`src/soc_bus_pkg.sv`:
```
/* SoC interconnect shared definitions
   Widths, port counts, address map and slot states */
package soc_bus_pkg;

  // Data path widths
  localparam int unsigned ADDR_W = 32;
  localparam int unsigned DATA_W = 32;

  typedef logic [ADDR_W-1:0] addr_t;
  typedef logic [DATA_W-1:0] data_t;

  // Initiators are the clusters plus the external slave port
  localparam int unsigned N_CLUSTERS = 2;
  localparam int unsigned N_INIT     = N_CLUSTERS + 1;

  // Targets are the clusters, the L2 port and the external master port
  localparam int unsigned N_TGT  = N_CLUSTERS + 2;
  // One more slot catches decode errors inside the bus
  localparam int unsigned N_SLOT = N_TGT + 1;

  typedef logic [$clog2(N_INIT)-1:0] init_idx_t;
  typedef logic [$clog2(N_SLOT)-1:0] slot_idx_t;
  typedef logic [N_INIT-1:0]         init_mask_t;

  // Slot indices of the fixed targets
  localparam slot_idx_t IDX_L2  = slot_idx_t'(N_CLUSTERS);
  localparam slot_idx_t IDX_EXT = IDX_L2 + slot_idx_t'(1);
  localparam slot_idx_t IDX_ERR = slot_idx_t'(N_TGT);

  // Cluster windows, one per cluster at a fixed stride
  localparam addr_t CL_BASE   = 32'h1000_0000;
  localparam addr_t CL_STRIDE = 32'h0040_0000;
  localparam addr_t CL_SIZE   = 32'h0030_0000;

  // External windows below the clusters and for the peripherals
  localparam addr_t LOW_END     = 32'h0FFF_FFFF;
  localparam addr_t PERIPH_BASE = 32'h1A00_0000;
  localparam addr_t PERIPH_END  = 32'h1AFF_FFFF;

  // L2 memory, everything above it goes external again
  localparam addr_t L2_BASE = 32'h1C00_0000;
  localparam addr_t L2_SIZE = 32'h0010_0000;

  // Per slot transaction phase
  typedef enum logic [1:0] {
    SLOT_IDLE,
    SLOT_REQ,
    SLOT_RSP
  } slot_state_e;

endpackage
```
`src/soc_bus.sv`:
```
/* SoC interconnect top level
   Decodes, arbitrates and routes single-beat requests to four targets */
`timescale 1ns/10ps

module soc_bus
  import soc_bus_pkg::*;
(
  input  logic                     clk_i,
  input  logic                     rst_n,
  // Initiator side
  input  logic        [N_INIT-1:0] init_req_valid,
  input  addr_t       [N_INIT-1:0] init_req_addr,
  input  logic        [N_INIT-1:0] init_req_write,
  input  data_t       [N_INIT-1:0] init_req_wdata,
  output logic        [N_INIT-1:0] init_req_ready,
  output logic        [N_INIT-1:0] init_rsp_valid,
  output data_t       [N_INIT-1:0] init_rsp_rdata,
  output logic        [N_INIT-1:0] init_rsp_err,
  input  logic        [N_INIT-1:0] init_rsp_ready,
  // Target side
  output logic        [N_TGT-1:0]  tgt_req_valid,
  output addr_t       [N_TGT-1:0]  tgt_req_addr,
  output logic        [N_TGT-1:0]  tgt_req_write,
  output data_t       [N_TGT-1:0]  tgt_req_wdata,
  input  logic        [N_TGT-1:0]  tgt_req_ready,
  input  logic        [N_TGT-1:0]  tgt_rsp_valid,
  input  data_t       [N_TGT-1:0]  tgt_rsp_rdata,
  output logic        [N_TGT-1:0]  tgt_rsp_ready
);

  slot_idx_t   [N_INIT-1:0] dec_slot;
  init_mask_t  [N_SLOT-1:0] slot_req;
  init_idx_t   [N_SLOT-1:0] arb_grant;
  logic        [N_SLOT-1:0] arb_grant_valid;
  logic        [N_SLOT-1:0] arb_advance;
  init_idx_t   [N_SLOT-1:0] owner;
  slot_state_e [N_SLOT-1:0] slot_state;
  logic        [N_INIT-1:0] init_busy;

  for (genvar i = 0; i < N_INIT; i++) begin : gen_decode
    soc_bus_addr_decode i_decode (
      .addr (init_req_addr[i]),
      .slot (dec_slot[i])
    );
  end

  // Owners of an active slot must not request again
  always_comb begin
    init_busy = '0;
    for (int s = 0; s < N_SLOT; s++) begin
      if (slot_state[s] != SLOT_IDLE) begin
        init_busy[owner[s]] = 1'b1;
      end
    end
  end

  always_comb begin
    for (int s = 0; s < N_SLOT; s++) begin
      for (int i = 0; i < N_INIT; i++) begin
        slot_req[s][i] = init_req_valid[i] && !init_busy[i] &&
                         dec_slot[i] == slot_idx_t'(s);
      end
    end
  end

  for (genvar s = 0; s < N_SLOT; s++) begin : gen_arb
    soc_bus_rr_arbiter i_arb (
      .clk_i       (clk_i),
      .rst_n       (rst_n),
      .req         (slot_req[s]),
      .advance     (arb_advance[s]),
      .grant       (arb_grant[s]),
      .grant_valid (arb_grant_valid[s])
    );
  end

  soc_bus_target_ctrl i_ctrl (
    .clk_i           (clk_i),
    .rst_n           (rst_n),
    .slot_req        (slot_req),
    .arb_grant       (arb_grant),
    .arb_grant_valid (arb_grant_valid),
    .tgt_req_ready   (tgt_req_ready),
    .tgt_rsp_valid   (tgt_rsp_valid),
    .init_rsp_ready  (init_rsp_ready),
    .arb_advance     (arb_advance),
    .owner           (owner),
    .slot_state      (slot_state),
    .tgt_req_valid   (tgt_req_valid),
    .tgt_rsp_ready   (tgt_rsp_ready),
    .init_req_ready  (init_req_ready),
    .init_rsp_valid  (init_rsp_valid),
    .init_rsp_err    (init_rsp_err)
  );

  soc_bus_route i_route (
    .owner          (owner),
    .slot_state     (slot_state),
    .init_req_addr  (init_req_addr),
    .init_req_write (init_req_write),
    .init_req_wdata (init_req_wdata),
    .tgt_rsp_rdata  (tgt_rsp_rdata),
    .tgt_req_addr   (tgt_req_addr),
    .tgt_req_write  (tgt_req_write),
    .tgt_req_wdata  (tgt_req_wdata),
    .init_rsp_rdata (init_rsp_rdata)
  );

endmodule

```
`src/soc_bus_route.sv`:
```
/* Datapath of the SoC interconnect
   Steers request fields to the targets and read data back to the owners */
`timescale 1ns/10ps

module soc_bus_route
  import soc_bus_pkg::*;
(
  input  init_idx_t   [N_SLOT-1:0] owner,
  input  slot_state_e [N_SLOT-1:0] slot_state,
  input  addr_t       [N_INIT-1:0] init_req_addr,
  input  logic        [N_INIT-1:0] init_req_write,
  input  data_t       [N_INIT-1:0] init_req_wdata,
  input  data_t       [N_TGT-1:0]  tgt_rsp_rdata,
  output addr_t       [N_TGT-1:0]  tgt_req_addr,
  output logic        [N_TGT-1:0]  tgt_req_write,
  output data_t       [N_TGT-1:0]  tgt_req_wdata,
  output data_t       [N_INIT-1:0] init_rsp_rdata
);

  // Read data per slot, error slot always returns zero
  data_t [N_SLOT-1:0] slot_rdata;

  assign slot_rdata = {data_t'(0), tgt_rsp_rdata};

  // Each target sees the fields of its current owner
  always_comb begin
    for (int t = 0; t < N_TGT; t++) begin
      tgt_req_addr[t]  = init_req_addr[owner[t]];
      tgt_req_write[t] = init_req_write[owner[t]];
      tgt_req_wdata[t] = init_req_wdata[owner[t]];
    end
  end

  // An initiator owns at most one slot in response phase
  always_comb begin
    init_rsp_rdata = '0;
    for (int i = 0; i < N_INIT; i++) begin
      for (int s = 0; s < N_SLOT; s++) begin
        if (slot_state[s] == SLOT_RSP && owner[s] == init_idx_t'(i)) begin
          init_rsp_rdata[i] = slot_rdata[s];
        end
      end
    end
  end

endmodule

```
`src/soc_bus_target_ctrl.sv`:
```
/* Slot control of the SoC interconnect
   Per slot ownership FSM with handshake steering and the error response */
`timescale 1ns/10ps

module soc_bus_target_ctrl
  import soc_bus_pkg::*;
(
  input  logic                        clk_i,
  input  logic                        rst_n,
  input  init_mask_t  [N_SLOT-1:0]    slot_req,
  input  init_idx_t   [N_SLOT-1:0]    arb_grant,
  input  logic        [N_SLOT-1:0]    arb_grant_valid,
  input  logic        [N_TGT-1:0]     tgt_req_ready,
  input  logic        [N_TGT-1:0]     tgt_rsp_valid,
  input  logic        [N_INIT-1:0]    init_rsp_ready,
  output logic        [N_SLOT-1:0]    arb_advance,
  output init_idx_t   [N_SLOT-1:0]    owner,
  output slot_state_e [N_SLOT-1:0]    slot_state,
  output logic        [N_TGT-1:0]     tgt_req_valid,
  output logic        [N_TGT-1:0]     tgt_rsp_ready,
  output logic        [N_INIT-1:0]    init_req_ready,
  output logic        [N_INIT-1:0]    init_rsp_valid,
  output logic        [N_INIT-1:0]    init_rsp_err
);

  slot_state_e [N_SLOT-1:0] state_d;
  init_idx_t   [N_SLOT-1:0] owner_d;
  logic        [N_SLOT-1:0] slot_req_ready;
  logic        [N_SLOT-1:0] slot_rsp_valid;
  logic        [N_SLOT-1:0] slot_rsp_ready;

  // Target side handshakes per slot
  always_comb begin
    for (int s = 0; s < N_TGT; s++) begin
      slot_req_ready[s] = tgt_req_ready[s];
      slot_rsp_valid[s] = tgt_rsp_valid[s];
    end
    // Error slot accepts and answers without delay
    slot_req_ready[IDX_ERR] = 1'b1;
    slot_rsp_valid[IDX_ERR] = 1'b1;
    for (int s = 0; s < N_SLOT; s++) begin
      slot_rsp_ready[s] = init_rsp_ready[owner[s]];
    end
  end

  always_comb begin
    state_d     = slot_state;
    owner_d     = owner;
    arb_advance = '0;
    for (int s = 0; s < N_SLOT; s++) begin
      case (slot_state[s])
        SLOT_IDLE: begin
          // Take the grant only while its request is still raised
          if (arb_grant_valid[s] && slot_req[s][arb_grant[s]]) begin
            arb_advance[s] = 1'b1;
            owner_d[s]     = arb_grant[s];
            state_d[s]     = SLOT_REQ;
          end
        end
        SLOT_REQ: begin
          if (slot_req_ready[s]) begin
            state_d[s] = SLOT_RSP;
          end
        end
        SLOT_RSP: begin
          if (slot_rsp_valid[s] && slot_rsp_ready[s]) begin
            state_d[s] = SLOT_IDLE;
          end
        end
        default: begin
          state_d[s] = SLOT_IDLE;
        end
      endcase
    end
  end

  always_ff @(posedge clk_i) begin
    if (!rst_n) begin
      for (int s = 0; s < N_SLOT; s++) begin
        slot_state[s] <= SLOT_IDLE;
        owner[s]      <= '0;
      end
    end else begin
      slot_state <= state_d;
      owner      <= owner_d;
    end
  end

  // Strobes toward the targets
  always_comb begin
    for (int t = 0; t < N_TGT; t++) begin
      tgt_req_valid[t] = slot_state[t] == SLOT_REQ;
      tgt_rsp_ready[t] = slot_state[t] == SLOT_RSP && slot_rsp_ready[t];
    end
  end

  // Strobes back to the owning initiators
  always_comb begin
    init_req_ready = '0;
    init_rsp_valid = '0;
    for (int i = 0; i < N_INIT; i++) begin
      for (int s = 0; s < N_SLOT; s++) begin
        if (owner[s] == init_idx_t'(i)) begin
          if (slot_state[s] == SLOT_REQ && slot_req_ready[s]) begin
            init_req_ready[i] = 1'b1;
          end
          if (slot_state[s] == SLOT_RSP && slot_rsp_valid[s]) begin
            init_rsp_valid[i] = 1'b1;
          end
        end
      end
      init_rsp_err[i] = slot_state[IDX_ERR] == SLOT_RSP && owner[IDX_ERR] == init_idx_t'(i);
    end
  end

endmodule

```
`src/soc_bus_rr_arbiter.sv`:
```
/* Round-robin arbiter for one slot
   Picks the first requesting initiator at or after the priority pointer */
`timescale 1ns/10ps

module soc_bus_rr_arbiter
  import soc_bus_pkg::*;
(
  input  logic       clk_i,
  input  logic       rst_n,
  input  init_mask_t req,
  input  logic       advance,
  output init_idx_t  grant,
  output logic       grant_valid
);

  init_idx_t prio_q;

  // Scan downward so the requester nearest to the pointer wins
  always_comb begin
    int unsigned idx;

    grant       = '0;
    grant_valid = 1'b0;
    for (int k = N_INIT - 1; k >= 0; k--) begin
      idx = (int'(prio_q) + k) % N_INIT;
      if (req[idx]) begin
        grant       = init_idx_t'(idx);
        grant_valid = 1'b1;
      end
    end
  end

  // Pointer moves past the winner once the grant is taken
  always_ff @(posedge clk_i) begin
    if (!rst_n) begin
      prio_q <= '0;
    end else if (advance) begin
      if (grant == init_idx_t'(N_INIT - 1)) begin
        prio_q <= '0;
      end else begin
        prio_q <= grant + init_idx_t'(1);
      end
    end
  end

endmodule

```
`src/soc_bus_addr_decode.sv`:
```
/* Address decoder of the SoC interconnect
   Maps one initiator address to a target slot or the error slot */
`timescale 1ns/10ps

module soc_bus_addr_decode
  import soc_bus_pkg::*;
(
  input  addr_t     addr,
  output slot_idx_t slot
);

  always_comb begin
    addr_t win_lo;

    win_lo = CL_BASE;
    // Gaps fall through to the error slot
    slot   = IDX_ERR;

    // Low memory below the clusters
    if (addr <= LOW_END) begin
      slot = IDX_EXT;
    end

    // Cluster windows
    for (int i = 0; i < N_CLUSTERS; i++) begin
      win_lo = CL_BASE + addr_t'(i) * CL_STRIDE;
      if (addr >= win_lo && addr < win_lo + CL_SIZE) begin
        slot = slot_idx_t'(i);
      end
    end

    // Peripheral block at 0x1A..
    if (addr >= PERIPH_BASE && addr <= PERIPH_END) begin
      slot = IDX_EXT;
    end

    if (addr >= L2_BASE && addr < L2_BASE + L2_SIZE) begin
      slot = IDX_L2;
    end

    // Whole space above L2 is external
    if (addr >= L2_BASE + L2_SIZE) begin
      slot = IDX_EXT;
    end
  end

endmodule

```
`config.mk`:
```
export PLATFORM = sky130hd
export DESIGN_NAME = soc_bus
export DESIGN_NICKNAME = d
export VERILOG_FILES = /design/src/soc_bus_pkg.sv /design/src/soc_bus.sv /design/src/soc_bus_route.sv /design/src/soc_bus_target_ctrl.sv /design/src/soc_bus_rr_arbiter.sv /design/src/soc_bus_addr_decode.sv
export SDC_FILE = /design/constraint.sdc
export NUM_CORES = 1
export LEC_CHECK = 0
export BUFFER_PORTS_ARGS = -buffer_cell sky130_fd_sc_hd__buf_4
export CORE_AREA = 2 2 279 281
export DETAILED_ROUTE_END_ITERATION = 7
export DIE_AREA = 0 0 281 283
export GPL_TIMING_DRIVEN = 0
export HOLD_SLACK_MARGIN = 0.03
export PLACE_DENSITY = 0.45
export SKIP_CTS_REPAIR_TIMING = 1
export SYNTH_ARGS = -nofsm -noshare
export SYNTH_HDL_FRONTEND = slang
export SYNTH_SLANG_ARGS = --single-unit
```
`constraint.sdc`:
```
create_clock -name clk_i -period 6 [get_ports clk_i]
set_input_delay 0.3 -clock clk_i [delete_from_list [all_inputs] [get_ports clk_i]]
set_output_delay 0.3 -clock clk_i [all_outputs]
set_load 0.03 [all_outputs]
```
==> results of run 1 <==
[state kept, by name, indices dropped and copies added, names as in the netlist]
signal	flops
gen_arb.i_arb.prio_q	10
i_ctrl.owner	10
i_ctrl.slot_state	10
[power groups by stage]
stage | logic (mW) | registers [mW] | clock network (mW)
after floorplan | 1.29 | 0.228 | 0
after global placement | 2.40 | 0.233 | 0
after detailed placement | 2.39 | 0.233 | 0
after CTS | 2.40 | 0.229 | 0.348
after global routing | 2.52 | 0.232 | 0.359
final | 2.41 | 0.230 | 0.347
[placed cells by master (no fill, tap or decap), types with 16 or more instances in the layout]
cell type  netlist  final
clkbuf_1       136    135
buf_1           26     26
nand3_1         20     20
nor3_1         119    118
nor2b_1         16     16
nand2_1        288    288
mux2i_1        275    275
a21oi_1        117    117
inv_1           24     24
a221oi_1        98     98
dfxtp_1         30     30
buf_4            4    712
o21ai_0        270    270
nor2_1         252    252
nand2b_1        20     20
[worst register-to-register path, stage by stage, from the launching register on]
cell and delay (ps):
dfxtp_1 340, clkbuf_1 920, nor3_1 150, nor4_2 710, nand4_1 430, o21ai_1 280
nand4_2 220, or3_1 410, a21oi_1 140
[per-layer routing]
layer  track usage [%]  routed length (um)
met1              27.7               38000
met2              33.8               40100
met3              3.33                6710
met4              5.16                2600
met5                 0                  27
[area by class of cell]
type | count | area (um^2) | share of cell area [%]
timing repair buffer | 709 | 5330 | 29.7
sequential | 30 | 601 | 3.34
clock inverter | 2 | 60.1 | 0.334
buffer | 174 | 679 | 3.78
multi-input combinational | 1617 | 9740 | 54.3
antenna | 6 | 15.0 | 0.0836
clock buffer | 6 | 139 | 0.774
tap | 1040 | 1300 | 7.25
inverter | 24 | 90.1 | 0.502
[final timing paths]
check	slack [ps]	start	end
setup / recovery	1280	i_ctrl.owner[7]$_SDFFE_PN0P_	tgt_req_addr[97]
hold / removal	330	tgt_req_ready[0]	i_ctrl.slot_state[0]$_SDFFE_PN0P_
setup reg to reg	2330	i_ctrl.owner[0]$_SDFFE_PN0P_	gen_arb[2].i_arb.prio_q[0]$_SDFFE_PN0P_
hold reg to reg	490	gen_arb[2].i_arb.prio_q[0]$_SDFFE_PN0P_	gen_arb[2].i_arb.prio_q[0]$_SDFFE_PN0P_
[cell families (layout without fill, tap and decap cells)]
group           count (synthesis)  after routing  share of synthesized area [%]
buf+inv                       198            915                           6.92
compound gates                550            550                           30.3
flops                          30             30                           5.41
mux                           279            279                           25.2
simple gates                  774            774                           30.7
fa+ha+maj                      14             14                           1.51
other cells                     0              6                              0
[metrics by stage]
stage          power, mW  utilization [%]  area [um^2]  hold WS, ps
2_1_floorplan       1.52                -        11100          418
4_1_cts             2.98             23.4        17900          334
6_report            2.99             23.4        18000          331
5_1_grt             3.11             23.4        17900          347
3_5_place_dp        2.63             23.1        17700          481
3_3_place_gp        2.63             23.1        17700          474
==> results.md, run 1 <==
* Worst hold path class: input port to register
* Share of Yosys cell area claimed by the top area cell type at 24.8%
* Share of cells above drive strength 1 at 29.6%
* Fin crit period at 4720 ps
* Initial detailed-routing violation count at 1546
* Setup WS post-layout at 1280 ps
* CTS tree: built
* CTS buffer count at 5
* FF+latch count, synth at 30
* GP Congestion at 0.942
* Max capacitance violation total at 0
* Final wirelength at 87500 um
* 1st-pass router iterations at 8
* Async set-reset flop share out of synthesis at 0%
* Crit Path Class: register to output pin
* Pre-CTS WS at 1540 ps
* RSZ-0062 raised after global routing: no
* Worst slew pin tran at 1240 ps
* FF-to-FF path depth at 8
* Arr. time, crit path at 4420 ps
* Critical Path RT at 5700 ps
* Ranking of synthesized cells by area: mux2i_1, o21ai_0, nand2_1
* Worst-Skew Late Latency at 280 ps
* Drc violations at 0
* Leak Pwr at 6.77 nW
* Mean cell area of the mapped netlist at 6.02 um^2
* Number of global-route vias before repair at 16700
* Port Buffers at 708
* P_int at 1.30 mW
* Max FO, Critical Path at 10
* Clock Skews at 4.66 ps
* Clock power frac at 11.6%
* Max stage delay on crit path at 890 ps
* Relative slew slack at 17.0%
* Post-synth EDFFs at 0
* Clock Pin Slew Worst Setup and Hold Paths at 60 ps
* Final Hold Vio Count at 0
* Root buf cell: clkbuf_16
* Initial antenna violation count at 6
* Switch share at 56.5%
* Final-report setup violation count at 0
* CP bufs+invs at 5
* Kind of cell adding the most delay to the critical path: buffers and inverters
* I/O pin total at 712
* Comb power frac at 80.7%
* Status: finished, final reports clean
* Non-Filler Instances at 3608
* P&R area growth vs syn at 61.7%
* Endpoint class of the critical path: output pin
* Final ANT Viol Nets at 0
* Largest net degree at the start of global routing at 11
* Fillers at 8872
* Die area at 79500 um^2
* Post-DP HPWL at 70400 um
* Primary FF master, synth: dfxtp_1
* Worst Setup Start Kind: register
* Initial Utilization at 14.5%
* Placed cells at 3594
* Tcrit/Tclk final at 78.7%
* Yosys top cell by area: mux2i_1
* H-tree levels at 2
* Critical path's slowest cell: clkbuf_1
* DR vias at 17500
* Distinct cells, synth at 73
* Crit path depth at 8
* Core ar. at 76700 um^2
* Std-Cell Rows at 102
* WL per Instance at 24.3 um
* Fmax at 212 MHz
* Register area share after synthesis at 5.41%
* Sw power at 1.69 mW
* Post-Synthesis Cell Area at 11100 um^2
* Synth warn at 0
* Crit path top cell by count: clkbuf_1
* Gr ovfl total at 0
* Die width at 281 um
* Hold depth at 4
* Cell with the most instances after synthesis: nand2_1
* Pwr Density at 166 nW/um^2
* GRT Total Usage at 20.6%
* Seq pwr share at 7.7%
* Post-Syn Nets at 2194
* Total negative slack at 0 ps
* Vias per cell at 4.85
* First-pass GRT wire length at 122000 um
* Clk sink count at 30
* IR drop worst, VDD at 0.154 mV
* Synth Instances at 1845
* Max-slew violation count at 0
* CP cell instances: buf_2 -> clkbuf_1 -> nor2b_1 -> clkbuf_1 -> clkbuf_1 -> nand2_1 -> o21ai_0 -> buf_4
* Layout Nets at 2910
* Die H at 283 um
* Post-synth top cells: nand2_1, mux2i_1, o21ai_0
* Clock Path Buffers at 2
No activity file was read; power rests on OpenSTA's default activity.
==> inputs of run 2 (changes only) <==
--- a/config.mk
+++ b/config.mk
@@ -5,10 +5,11 @@
 export SDC_FILE = /design/constraint.sdc
 export NUM_CORES = 1
 export LEC_CHECK = 0
+export ABC_AREA = 1
 export BUFFER_PORTS_ARGS = -buffer_cell sky130_fd_sc_hd__buf_4
-export CORE_AREA = 2 2 279 281
+export CORE_AREA = 2 2 278 280
 export DETAILED_ROUTE_END_ITERATION = 7
-export DIE_AREA = 0 0 281 283
+export DIE_AREA = 0 0 280 282
 export GPL_TIMING_DRIVEN = 0
 export HOLD_SLACK_MARGIN = 0.03
 export PLACE_DENSITY = 0.45
==> constraint.sdc (replaced) <==
create_clock -name clk_i -period 4.4 [get_ports clk_i]
set_input_delay 0.22 -clock clk_i [delete_from_list [all_inputs] [get_ports clk_i]]
set_output_delay 0.22 -clock clk_i [all_outputs]
set_load 0.03 [all_outputs]
==> results.md, run 2 <==
* First-pass GRT wire length at 140000 um (+15%)
* Area share of fa/ha/maj cells after synthesis at 1.16% (-0.35 points)
* IR drop worst, VDD at 0.176 mV (+15%)
* Worst hold path class: input port to register
* Number of global-route vias before repair at 18300 (+9.4%)
* Kind of cell adding the most delay to the critical path: buffers and inverters
* Critical Path RT at 4180 ps (-1520 ps)
* FF-to-FF path depth at 16 (+8)
* Final ANT Viol Nets at 0 (unchanged)
* Commonest non-fill, non-tap cell in the layout: buf_4
* Std-Cell Rows at 101 (-0.98%)
* Largest family of logic cells by synthesized area: compound AO/OA/AOI/OAI gates
* Multiplexer share of the synthesized area at 0% (-25 points)
* Post-synth top cells: o21ai_0, nand2_1, inv_1
* Primary FF master, synth: dfxtp_1
* Relative slew slack at 7.65% (-9.4 points)
* Worst slew pin tran at 1390 ps (+141 ps)
* Drc violations at 0 (unchanged)
* XOR/XNOR Fraction of Synth Area at 0% (unchanged)
* FF-to-FF Start: i_ctrl.owner[7]$_SDFFE_PN0P_
* Commonest cells after routing, fill and taps aside: buf_4, o21ai_0, nand2_1
* FF+latch count, synth at 30 (unchanged)
* Layout Nets at 3106 (+6.7%)
* Share of cells above drive strength 1 at 28.0% (-1.7 points)
* Yosys top cell by area: o21ai_0
* Max-slew violation count at 0 (unchanged)
* Ranking of synthesized cells by area: o21ai_0, a22oi_1, nand2_1
* Vias per cell at 5.05 (+4.1%)
* Total negative slack at 0 ps (unchanged)
* Register area share after synthesis at 5.59% (+0.18 points)
* Post-Synthesis Cell Area at 10800 um^2 (-3.2%)
* Total Power at 6.74 mW (+130%)
* Arr. time, crit path at 3850 ps (-570 ps)
* RSZ-0062 raised after global routing: no
* Fin crit period at 4070 ps
* Die width at 280 um (-0.36%)
* CP bufs+invs at 5 (unchanged)
* Synth Area in Compound Gates at 49.5% (+19 points)
* P&R area growth vs syn at 62.6%
* Max capacitance violation total at 0 (unchanged)
* Mean cell area of the mapped netlist at 5.27 um^2 (-13%)
* GP Congestion at 0.944 (+0.22%)
* Post-synth EDFFs at 0 (unchanged)
* Die area at 79000 um^2 (-0.71%)
* 1st-pass router iterations at 5 (-3)
* Post-synthesis simple-gate area fraction at 28.0% (-2.6 points)
* Max FO, Critical Path at 10 (unchanged)
* Status: finished, final reports clean
* Root buf cell: clkbuf_16
* Crit Path Class: register to output pin
* Synth Instances at 2041 (+11%)
* Gr ovfl total at 0 (unchanged)
* Worst-Skew Late Latency at 280 ps (about the same)
* Fillers at 8950 (+0.88%)
* DR vias at 18900 (+7.9%)
* Die H at 282 um (-0.35%)
* Leak Pwr at 8.10 nW (+20%)
* Initial Utilization at 14.2% (-0.28 points)
* Clk sink count at 30 (unchanged)
* CP cell instances: nor2_2 -> inv_1 -> nor2_1 -> inv_1 -> clkbuf_1 -> clkbuf_1 -> a21oi_1 -> buf_4
* Clock Pin Slew Worst Setup and Hold Paths at 50 ps (about the same)
* Fmax at 245 MHz
* Clock Skews at 5.57 ps (+0.906 ps)
* Post-DP HPWL at 84800 um (+21%)
* Reg2reg end: i_ctrl.owner[8]$_SDFFE_PN0P_
* Initial detailed-routing violation count at 1795 (+16%)
* CTS tree: built
* Critical path's slowest cell: nor2_2
* Core ar. at 75700 um^2 (-1.3%)
* Hold depth at 4 (unchanged)
* Share of Yosys cell area claimed by the top area cell type at 15.5% (-9.2 points)
* Post-Syn Nets at 2390 (+8.9%)
* Final Hold Vio Count at 0 (unchanged)
* Tcrit/Tclk final at 92.6%
* Max stage delay on crit path at 870 ps (-20 ps)
* Largest net degree at the start of global routing at 11 (unchanged)
* CTS buffer count at 5 (unchanged)
* Clock Path Buffers at 2 (unchanged)
* Hold endpoint: i_ctrl.slot_state[0]$_SDFFE_PN0P_
* Initial antenna violation count at 15 (+9)
* Pwr Density at 385 nW/um^2 (+130%)
* Endpoint class of the critical path: output pin
* Worst Setup Start Kind: register
* Distinct cells, synth at 39 (-47%)
* R2r setup slk at 1640 ps (-690 ps)
* WL per Instance at 27.4 um (+13%)
* Cell with the most instances after synthesis: o21ai_0
* I/O pin total at 712 (unchanged)
* GRT Total Usage at 24.4% (+3.9 points)
* Final-report setup violation count at 0 (unchanged)
* Worst Hold Launch: tgt_req_ready[0]
* Synth warn at 0 (unchanged)
* Async set-reset flop share out of synthesis at 0% (unchanged)
* H-tree levels at 2 (unchanged)
* Port Buffers at 709 (+0.14%)
* Final wirelength at 103000 um (+17%)
* Top Registers: gen_arb.i_arb.prio_q: 10 flops, i_ctrl.owner: 10 flops, i_ctrl.slot_state: 10 flops
==> run 2: changes by cell type in the layout (fill, tap and decap cells not counted), moves of 113 or more <==
cell,change
mux2i_1,-275
inv_1,+242
a22oi_1,+185
o211ai_1,+137
nand3_1,+128
nor2_1,-113
==> run 2: tightest hold or removal path: stages <==
cell,delay [ps]
buf_4,80
inv_1,30
nand2_1,50
a21oi_1,60
==> run 2: per-layer routing <==
metal | part of all wire, % | GRT usage, % | wire, um
met4 | 3.6 | 8.27 | 3660
met3 | 8.9 | 5.99 | 9090
met5 | 0.12 | 0 | 126
met2 | 47 | 41.4 | 48400
met1 | 40 | 30.1 | 41400
==> run 2: worst max path at each step <==
stage / from / to / slack (ps) / cells after the start
2_1_floorplan: i_ctrl.owner[2]$_SDFFE_PN0P_ / init_rsp_rdata[68] / 2110 / 10
3_3_place_gp: i_ctrl.owner[7]$_SDFFE_PN0P_ / init_rsp_rdata[11] / 550 / 8
3_5_place_dp: i_ctrl.owner[4]$_SDFFE_PN0P_ / init_rsp_rdata[58] / 550 / 11
4_1_cts: i_ctrl.owner[4]$_SDFFE_PN0P_ / init_rsp_rdata[58] / 230 / 11
5_1_grt: i_ctrl.owner[4]$_SDFFE_PN0P_ / init_rsp_rdata[58] / 190 / 11
6_report: i_ctrl.owner[7]$_SDFFE_PN0P_ / init_rsp_rdata[11] / 330 / 8
==> run 2: logic make-up (layout without fill, tap and decap cells) <==
kind of cell / Yosys count / after routing
and+or+nand+nor: 693 / 693
DFF: 30 / 30
AOI/OAI and AO/OA: 863 / 863
adders and majority gates: 10 / 10
other: 0 / 6
buffers and inverters: 445 / 1161
==> run 2: where the power goes <==
| part | switching [mW] | internal [mW] |
|---|---|---|
| Sequential | 0.0438 | 0.335 |
| Clock | 0.122 | 0.279 |
| Combinational | 4.12 | 1.84 |
| Total | 4.29 | 2.45 |
==> run 2: layout make-up <==
cell class | count | area, um^2 | share of cell area [%]
diodes | 6 | 15.0 | 0.0859
plain buffers | 165 | 642 | 3.67
clock buffers | 6 | 139 | 0.795
clock inverters | 1 | 30.0 | 0.172
inverters | 280 | 1050 | 6.01
multi-input cells | 1566 | 8460 | 48.4
flip-flops and latches | 30 | 601 | 3.44
well taps | 978 | 1220 | 7.00
repair buffers | 709 | 5320 | 30.4
==> run 2: stage by stage <==
stage                     util (%)  area (um^2)  setup slack [ps]  cells  hold slack, ps
after global placement        22.9        17300               550   3728             469
after CTS                     23.1        17500               234   3735             217
final                         23.1        17500               326   3741             223
after floorplan                  -        10800              2110   2041             370
after global routing          23.1        17500               194   3739             226
after detailed placement      22.9        17300               548   3728             478
